## src/logic/forget_gate_defs.svh

```systemverilog
`ifndef FORGET_GATE_DEFS_SVH
`define FORGET_GATE_DEFS_SVH

////////////////////////////////////////////////////////////
// Number format
////////////////////////////////////////////////////////////

// Q8.8 elements
`define FG_DATA_SIZE 16
`define FG_FRAC_BITS 8
// Q24.8 running sum
`define FG_ACC_SIZE 32
// Width of the X, W and L dimension inputs
`define FG_SIZE_BITS 8

////////////////////////////////////////////////////////////
// Sigmoid break points, raw Q8.8
////////////////////////////////////////////////////////////

`define FG_SIG_SAT 1280
`define FG_SIG_MID 608
`define FG_SIG_LOW 256

`endif
```

## src/logic/forget_gate_pkg.sv

```systemverilog
package forget_gate_pkg;

  ////////////////////////////////////////////////////////////
  // Sequencer states
  ////////////////////////////////////////////////////////////

  // One state per term of the gate sum, in arrival order
  typedef enum logic [2:0] {
    IDLE,
    TERM_WX,
    TERM_KR,
    TERM_UH,
    TERM_BIAS
  } seq_state_e;

  ////////////////////////////////////////////////////////////
  // Accumulator opcodes
  ////////////////////////////////////////////////////////////

  // Load starts a row, bias closes it
  typedef enum logic [1:0] {
    OP_LOAD,
    OP_MAC,
    OP_BIAS
  } acc_op_e;

endpackage

```

## src/logic/gate_term_if.sv

```systemverilog
`include "forget_gate_defs.svh"

interface gate_term_if;
  import forget_gate_pkg::*;

  // One decoded pair per strobe
  logic term_valid;
  acc_op_e op;
  // Weight, or the bias on OP_BIAS
  logic [`FG_DATA_SIZE-1:0] coef;
  // Vector element, unused on OP_BIAS
  logic [`FG_DATA_SIZE-1:0] operand;
  // Closing bias of the final row
  logic last_row;

  // Decode side
  modport seq (
    output term_valid, op, coef, operand, last_row
  );

  // Execute side
  modport mac (
    input term_valid, op, coef, operand, last_row
  );

endinterface

```

## src/logic/ntm_forget_gate_vector.sv

```systemverilog
`include "forget_gate_defs.svh"

module ntm_forget_gate_vector (
  input  logic                     CLK,
  input  logic                     RST,

  // Control
  input  logic                     start,
  output logic                     ready,

  // Dimensions, sampled on start
  input  logic [`FG_SIZE_BITS-1:0] size_x_in,
  input  logic [`FG_SIZE_BITS-1:0] size_w_in,
  input  logic [`FG_SIZE_BITS-1:0] size_l_in,

  // Element strobes and data
  input  logic                     wx_enable,
  input  logic [`FG_DATA_SIZE-1:0] w_in,
  input  logic [`FG_DATA_SIZE-1:0] x_in,
  input  logic                     kr_enable,
  input  logic [`FG_DATA_SIZE-1:0] k_in,
  input  logic [`FG_DATA_SIZE-1:0] r_in,
  input  logic                     uh_enable,
  input  logic [`FG_DATA_SIZE-1:0] u_in,
  input  logic [`FG_DATA_SIZE-1:0] h_in,
  input  logic                     b_enable,
  input  logic [`FG_DATA_SIZE-1:0] b_in,

  // Gate value, one per row
  output logic [`FG_DATA_SIZE-1:0] f_out,
  output logic                     f_out_enable
);

  // Execute to result link
  logic                           sum_valid;
  logic signed [`FG_ACC_SIZE-1:0] sum;
  logic                           sum_last;

  // Decode to execute link
  gate_term_if term_bus ();

  ////////////////////////////////////////////////////////////
  // Decode
  ////////////////////////////////////////////////////////////

  forget_gate_sequencer u_sequencer (
    .CLK       (CLK),
    .RST       (RST),
    .start     (start),
    .size_x_in (size_x_in),
    .size_w_in (size_w_in),
    .size_l_in (size_l_in),
    .wx_enable (wx_enable),
    .w_in      (w_in),
    .x_in      (x_in),
    .kr_enable (kr_enable),
    .k_in      (k_in),
    .r_in      (r_in),
    .uh_enable (uh_enable),
    .u_in      (u_in),
    .h_in      (h_in),
    .b_enable  (b_enable),
    .b_in      (b_in),
    .term      (term_bus.seq)
  );

  ////////////////////////////////////////////////////////////
  // Execute
  ////////////////////////////////////////////////////////////

  forget_gate_mac u_mac (
    .CLK       (CLK),
    .RST       (RST),
    .term      (term_bus.mac),
    .sum_valid (sum_valid),
    .sum       (sum),
    .sum_last  (sum_last)
  );

  ////////////////////////////////////////////////////////////
  // Result
  ////////////////////////////////////////////////////////////

  forget_gate_logistic u_logistic (
    .CLK          (CLK),
    .RST          (RST),
    .sum_valid    (sum_valid),
    .sum          (sum),
    .sum_last     (sum_last),
    .f_out        (f_out),
    .f_out_enable (f_out_enable),
    .ready        (ready)
  );

endmodule

```

## src/logic/forget_gate_logistic.sv

```systemverilog
`include "forget_gate_defs.svh"

module forget_gate_logistic (
  input  logic                           CLK,
  input  logic                           RST,
  input  logic                           sum_valid,
  input  logic signed [`FG_ACC_SIZE-1:0] sum,
  input  logic                           sum_last,
  output logic        [`FG_DATA_SIZE-1:0] f_out,
  output logic                           f_out_enable,
  output logic                           ready
);

  // 1.0 in Q8.8
  localparam logic [`FG_DATA_SIZE-1:0] ONE_Q = `FG_DATA_SIZE'(1 << `FG_FRAC_BITS);
  // Segment offsets, raw Q8.8
  localparam int SEG_MID_OFS = 216;
  localparam int SEG_LOW_OFS = 160;
  localparam int SEG_CTR_OFS = 128;

  logic [`FG_ACC_SIZE-1:0]  a;
  logic [`FG_DATA_SIZE-1:0] y;
  logic [`FG_DATA_SIZE-1:0] f_next;

  ////////////////////////////////////////////////////////////
  // Piecewise-linear sigmoid
  ////////////////////////////////////////////////////////////

  always_comb begin
    // Magnitude, most negative value still lands in saturation
    a = sum[`FG_ACC_SIZE-1] ? -sum : sum;
    if (a >= `FG_SIG_SAT) begin
      y = ONE_Q;
    end else if (a >= `FG_SIG_MID) begin
      y = `FG_DATA_SIZE'((a >> 5) + SEG_MID_OFS);
    end else if (a >= `FG_SIG_LOW) begin
      y = `FG_DATA_SIZE'((a >> 3) + SEG_LOW_OFS);
    end else begin
      // Slope 1/4 around zero
      y = `FG_DATA_SIZE'((a >> 2) + SEG_CTR_OFS);
    end
    // Mirror for negative sums
    f_next = sum[`FG_ACC_SIZE-1] ? ONE_Q - y : y;
  end

  ////////////////////////////////////////////////////////////
  // Output register
  ////////////////////////////////////////////////////////////

  always_ff @(posedge CLK or posedge RST) begin
    if (RST) begin
      f_out        <= '0;
      f_out_enable <= 1'b0;
      ready        <= 1'b0;
    end else begin
      f_out_enable <= sum_valid;
      // Pulses with the final row only
      ready        <= sum_valid && sum_last;
      if (sum_valid) f_out <= f_next;
    end
  end

endmodule

```

## src/logic/forget_gate_mac.sv

```systemverilog
`include "forget_gate_defs.svh"

module forget_gate_mac (
  input  logic                           CLK,
  input  logic                           RST,
  gate_term_if.mac                       term,
  output logic                           sum_valid,
  output logic signed [`FG_ACC_SIZE-1:0] sum,
  output logic                           sum_last
);
  import forget_gate_pkg::*;

  logic signed [`FG_ACC_SIZE-1:0] acc;
  logic signed [`FG_ACC_SIZE-1:0] product_full;
  logic signed [`FG_ACC_SIZE-1:0] product_q;
  logic signed [`FG_ACC_SIZE-1:0] bias_ext;
  logic signed [`FG_ACC_SIZE-1:0] addend;
  logic signed [`FG_ACC_SIZE-1:0] acc_base;

  ////////////////////////////////////////////////////////////
  // Product and addend select
  ////////////////////////////////////////////////////////////

  always_comb begin
    // Q8.8 times Q8.8 gives Q16.16, exact in 32 bits
    product_full = $signed(term.coef) * $signed(term.operand);
    // Back to Q.8, floor
    product_q    = product_full >>> `FG_FRAC_BITS;
    bias_ext     = {{(`FG_ACC_SIZE-`FG_DATA_SIZE){term.coef[`FG_DATA_SIZE-1]}}, term.coef};
    addend       = (term.op == OP_BIAS) ? bias_ext : product_q;
    // Row start drops the previous row's sum
    acc_base     = (term.op == OP_LOAD) ? '0 : acc;
  end

  ////////////////////////////////////////////////////////////
  // Accumulator
  ////////////////////////////////////////////////////////////

  // Wraps on overflow
  always_ff @(posedge CLK) begin
    if (term.term_valid) begin
      acc <= acc_base + addend;
      if (term.op == OP_BIAS) sum_last <= term.last_row;
    end
  end

  // Row done once the bias is in
  always_ff @(posedge CLK or posedge RST) begin
    if (RST) begin
      sum_valid <= 1'b0;
    end else begin
      sum_valid <= term.term_valid && (term.op == OP_BIAS);
    end
  end

  assign sum = acc;

endmodule

```

## src/logic/forget_gate_sequencer.sv

```systemverilog
`include "forget_gate_defs.svh"

module forget_gate_sequencer (
  input  logic                     CLK,
  input  logic                     RST,
  input  logic                     start,
  input  logic [`FG_SIZE_BITS-1:0] size_x_in,
  input  logic [`FG_SIZE_BITS-1:0] size_w_in,
  input  logic [`FG_SIZE_BITS-1:0] size_l_in,
  input  logic                     wx_enable,
  input  logic [`FG_DATA_SIZE-1:0] w_in,
  input  logic [`FG_DATA_SIZE-1:0] x_in,
  input  logic                     kr_enable,
  input  logic [`FG_DATA_SIZE-1:0] k_in,
  input  logic [`FG_DATA_SIZE-1:0] r_in,
  input  logic                     uh_enable,
  input  logic [`FG_DATA_SIZE-1:0] u_in,
  input  logic [`FG_DATA_SIZE-1:0] h_in,
  input  logic                     b_enable,
  input  logic [`FG_DATA_SIZE-1:0] b_in,
  gate_term_if.seq                 term
);
  import forget_gate_pkg::*;

  seq_state_e state;

  // Element index inside a term, row index inside a run
  logic [`FG_SIZE_BITS-1:0] elem_cnt;
  logic [`FG_SIZE_BITS-1:0] row_cnt;

  // Dimensions held for the whole run
  logic [`FG_SIZE_BITS-1:0] size_x;
  logic [`FG_SIZE_BITS-1:0] size_w;
  logic [`FG_SIZE_BITS-1:0] size_l;

  logic                     accept;
  logic [`FG_DATA_SIZE-1:0] coef_sel;
  logic [`FG_DATA_SIZE-1:0] operand_sel;
  logic [`FG_SIZE_BITS-1:0] term_len;
  logic                     elem_last;
  logic                     row_last;

  ////////////////////////////////////////////////////////////
  // Strobe decode
  ////////////////////////////////////////////////////////////

  always_comb begin
    accept      = 1'b0;
    coef_sel    = w_in;
    operand_sel = x_in;
    term_len    = size_x;
    case (state)
      TERM_WX: begin
        accept = wx_enable;
      end
      TERM_KR: begin
        accept      = kr_enable;
        coef_sel    = k_in;
        operand_sel = r_in;
        term_len    = size_w;
      end
      // U*h runs over L as well
      TERM_UH: begin
        accept      = uh_enable;
        coef_sel    = u_in;
        operand_sel = h_in;
        term_len    = size_l;
      end
      // Single bias element per row
      TERM_BIAS: begin
        accept      = b_enable;
        coef_sel    = b_in;
        operand_sel = '0;
        term_len    = `FG_SIZE_BITS'(1);
      end
      default: begin
        accept = 1'b0;
      end
    endcase
    elem_last = (elem_cnt == term_len - 1'b1);
    row_last  = (row_cnt == size_l - 1'b1);
  end

  ////////////////////////////////////////////////////////////
  // FSM and counters
  ////////////////////////////////////////////////////////////

  always_ff @(posedge CLK or posedge RST) begin
    if (RST) begin
      state           <= IDLE;
      elem_cnt        <= '0;
      row_cnt         <= '0;
      term.term_valid <= 1'b0;
    end else begin
      // One pair forwarded per accepted strobe
      term.term_valid <= accept;
      if (accept) begin
        elem_cnt <= elem_last ? '0 : elem_cnt + 1'b1;
      end
      case (state)
        IDLE: begin
          if (start) begin
            elem_cnt <= '0;
            row_cnt  <= '0;
            state    <= TERM_WX;
          end
        end
        TERM_WX: begin
          if (accept && elem_last) state <= TERM_KR;
        end
        TERM_KR: begin
          if (accept && elem_last) state <= TERM_UH;
        end
        TERM_UH: begin
          if (accept && elem_last) state <= TERM_BIAS;
        end
        TERM_BIAS: begin
          // Next row, or back to IDLE after the last one
          if (accept) begin
            row_cnt <= row_cnt + 1'b1;
            state   <= row_last ? IDLE : TERM_WX;
          end
        end
        default: begin
          state <= IDLE;
        end
      endcase
    end
  end

  // Operand pair and opcode, qualified by term_valid
  always_ff @(posedge CLK) begin
    if (state == IDLE && start) begin
      size_x <= size_x_in;
      size_w <= size_w_in;
      size_l <= size_l_in;
    end
    if (accept) begin
      term.coef     <= coef_sel;
      term.operand  <= operand_sel;
      term.last_row <= (state == TERM_BIAS) && row_last;
      if (state == TERM_BIAS) begin
        term.op <= OP_BIAS;
      end else if (state == TERM_WX && elem_cnt == '0) begin
        // First W*x pair opens the row
        term.op <= OP_LOAD;
      end else begin
        term.op <= OP_MAC;
      end
    end
  end

endmodule

```

## config.mk

```make
export PLATFORM = sky130hd
export DESIGN_NAME = ntm_forget_gate_vector
export DESIGN_NICKNAME = d
export VERILOG_FILES = /design/src/logic/forget_gate_pkg.sv /design/src/logic/gate_term_if.sv /design/src/logic/ntm_forget_gate_vector.sv /design/src/logic/forget_gate_logistic.sv /design/src/logic/forget_gate_mac.sv /design/src/logic/forget_gate_sequencer.sv
export VERILOG_INCLUDE_DIRS = /design/src /design/src/logic
export SDC_FILE = /design/constraint.sdc
export NUM_CORES = 1
export LEC_CHECK = 0
export ABC_CLOCK_PERIOD_IN_PS = 10700
export CORE_ASPECT_RATIO = 0.7
export CORE_MARGIN = 2
export CORE_UTILIZATION = 30
export CTS_CLUSTER_DIAMETER = 50
export DETAILED_ROUTE_END_ITERATION = 16
export DONT_BUFFER_PORTS = 1
export GPL_TIMING_DRIVEN = 0
export PLACE_DENSITY = 0.54
export SYNTH_ARGS = -nofsm -noshare
export SYNTH_HDL_FRONTEND = slang
export SYNTH_SLANG_ARGS = --single-unit
```

## constraint.sdc

```tcl
create_clock -name CLK -period 10.7 [get_ports CLK]
set_clock_uncertainty 0.1 [all_clocks]
set_input_delay 0.535 -clock CLK [delete_from_list [all_inputs] [get_ports CLK]]
set_output_delay 0.535 -clock CLK [all_outputs]
set_load 0.01 [all_outputs]
```

==> impl_metrics.env <==
export IMPL_outcome="finished, final reports clean"
export IMPL_ios=161
export IMPL_path_common_cell="fa_1"
export IMPL_ys_seq_area_frac=0.194
export IMPL_ys_flop_type="edfxtp_1"
export IMPL_tightest_slew_ns=0.891
export IMPL_die_x_um=307
export IMPL_grt_use_total=0.177
export IMPL_clock_sinks=131
export IMPL_rsz0062_at_grt="false"
export IMPL_hold_class="in -> async"
export IMPL_instances_no_fill=3027
export IMPL_cp_arrival_ns=10.23
export IMPL_cts_buffers=17
export IMPL_clkSlewWorstSetupHoldPaths_ns=0.07
export IMPL_synthTopCellsByArea="fa_1, edfxtp_1, ha_1"
export IMPL_grt_first_pass_wirelength_um=90600
export IMPL_synthesis_nets=2663
export IMPL_die_area_um2=66300
export IMPL_synthDistinctLibCells=80
export IMPL_initial_utilization=0.304
export IMPL_layout_setup_ws_ns=0.542
export IMPL_cp_required_ns=10.78
export IMPL_path_max_fanout=10
export IMPL_synth_edf_count=92
export IMPL_slew_headroom=0.406
export IMPL_overflow=0
export IMPL_cts_root_buffer="clkbuf_16"
export IMPL_cp_slowest_cell="fa_1"
export IMPL_drc=0
export IMPL_fin_crit_ns=10.16
export IMPL_routed_wirelength_um=57900
export IMPL_synthArstFlopShare=0.298
export IMPL_setup_viol=0
export IMPL_avgRoutedWirePerCell_um=19.1
export IMPL_drtAntennaViolNets=0
export IMPL_syn_area_per_cell_um2=9.04
export IMPL_dr_pass1_iters=5
export IMPL_antenna_found_initial=3
export IMPL_drv_slew=0
export IMPL_fin_crit_sh=0.949
export IMPL_clk_latency_ns=0.44
export IMPL_detail_route_iter0_violations=1306
export IMPL_synth_area_um2=19300
export IMPL_syn_instance_count=2131
export IMPL_placedCellCount=2961
export IMPL_cts_path_max_buffers=2
export IMPL_setup_tns_ns=0
export IMPL_vias=15513
export IMPL_area_delta_synth_final_pct=10.6
export IMPL_cap_viol_max_count=0
export IMPL_hpwl_um=48000
export IMPL_yosysTopAreaCell="fa_1"
export IMPL_critPathLaunchType="flip-flop"
export IMPL_fin_nets=2715
export IMPL_grt_max_degree=40
export IMPL_gp_congestion=0.938
export IMPL_slowest_delay_ns=0.55
export IMPL_cts_tree="done"
export IMPL_h_tree_depth=4
export IMPL_fp_dieH_um=216
export IMPL_rows=77
export IMPL_hold_viol=0
export IMPL_layout_drive_gt1_share=0.0660
export IMPL_vias_per_cell=5.12
export IMPL_crit_path_end_kind="flip-flop"
export IMPL_synth_warnings=0
export IMPL_port_buffers=0
export IMPL_place_ws_ns=-0.698
export IMPL_coreArea_um2=63300
export IMPL_ys_ff_latch=131
export IMPL_max_freq_ghz=0.0984
export IMPL_grt_pass1_vias=15583
export IMPL_netlist_area_leader_share=0.272
export IMPL_criticalPathCategory="reg -> reg"
export IMPL_fillers=6464
[synthesized netlist by cell type, types with 10 or more instances]
master	instances
inv_1	346
fa_1	262
nand2_1	209
and2_1	155
ha_1	127
nor2_1	100
a21oi_1	98
edfxtp_1	92
o21ai_0	88
xnor2_1	80
clkbuf_1	79
o22ai_1	51
xor2_1	47
dfrtp_1	39
nand3_1	30
a21o_1	29
nor3_1	29
nand4_1	23
nand2b_1	18
o21a_1	16
o31ai_1	14
a221oi_1	12
mux2i_1	12
nor4_1	12
and3_1	10
o21ai_1	10
[worst max-delay path, delay by kind of cell, from the launching register on]
family	cells	cell delay, ns
buffers and inverters	5	0.47
XOR/XNOR	2	0.25
flip-flops	1	0.49
AO/OA/AOI/OAI	15	2.74
adder cells (fa/ha/maj)	8	3.79
AND/OR/NAND/NOR	8	2.05
[worst paths after layout]
path	startpoint	end	slack [ns]	depth (start not counted)
max	u_sequencer.term.operand[5]	u_mac.sum[31]	0.54	38
min	RST	u_sequencer.row_cnt[7]	0.04	1
max reg2reg	u_sequencer.term.operand[5]	u_mac.sum[31]	0.54	38
min reg2reg	u_mac.sum_valid	u_logistic.f_out_enable	0.28	0
max in group asynchronous	RST	u_sequencer.term.term_valid	9.83	1
min in group CLK	size_x_in[4]	u_sequencer.size_x[4]	0.08	0
[stage by stage]
stage | hold slack [ns] | util | cell area (um2)
6_report | 0.0430 | 0.337 | 21300
5_1_grt | 0.0586 | 0.337 | 21300
2_1_floorplan | 0.252 | - | 19300
3_5_place_dp | 0.261 | 0.321 | 20300
4_1_cts | 0.0576 | 0.336 | 21300
3_3_place_gp | 0.264 | 0.321 | 20300
[placed cells by master, fill, tap and decap left out, drive strengths merged, types with 9 or more instances in the layout]
master and instances:
xnor2 80, or4 9, o31ai 17, and3 10, nand3 30, nor4 14
nor3 32, o22ai 51, clkbuf 94, a21o 29, inv 354, nor2 102
dfrtp 39, nand2b 18, a21oi 99, o21ai 100, mux2i 12, o21a 16
buf 48, nand2 209, nand4 23, and2 155, ha 127, xor2 47
edfxtp 92, fa 262, a221oi 12
[flip-flops by register name (all words and copies together), names as in the netlist, 3 cells and up]
| register | count |
|---|---|
| u_mac.sum | 32 |
| u_sequencer.row_cnt | 8 |
| u_sequencer.state | 3 |
| u_logistic.f_out | 16 |
| u_sequencer.term.operand | 16 |
| u_sequencer.term.coef | 16 |
| u_sequencer.size_w | 8 |
| u_sequencer.size_l | 8 |
| u_sequencer.elem_cnt | 8 |
| u_sequencer.size_x | 8 |
[routing by layer]
layer / routed length (um) / vias up / global-route usage
met2: 23200 / 602 / 0.247
met4: 1310 / 0 / 0.0489
li1: - / 7121 / -
met3: 4830 / 57 / 0.0444
met5: 0 / - / 0
met1: 28600 / 7733 / 0.267
[cells by family after synthesis]
family / count (synthesis) / share of synthesized area
AO/OA/AOI/OAI: 393 / 0.131
XOR/XNOR: 127 / 0.0577
adder cells (fa/ha/maj): 389 / 0.355
buffers and inverters: 437 / 0.0857
flip-flops: 131 / 0.194
multiplexers: 17 / 0.00916
AND/OR/NAND/NOR: 637 / 0.168
[final cells by class]
class	count	area (um2)	share of cell area
clock buffers	19	454	0.0213
diodes	2	5.00	0.000235
plain buffers	89	398	0.0187
repair buffers	34	280	0.0132
flip-flops and latches	131	3740	0.175
inverters	347	1300	0.0611
well taps	829	1040	0.0487
clock inverters	13	160	0.00751
multi-input cells	1563	13900	0.654
[what timing repair did]
item                                    in CTS  in global routing
resized for setup                           36                 20
buffers inserted                            29                  4
pin swaps                                    1                  3
hold buffers                                 0                  0
endpoints found under the setup margin       5                  6
Power is not shown: default switching activity piles up to over one toggle a cycle in this logic, so the estimate is an artifact.
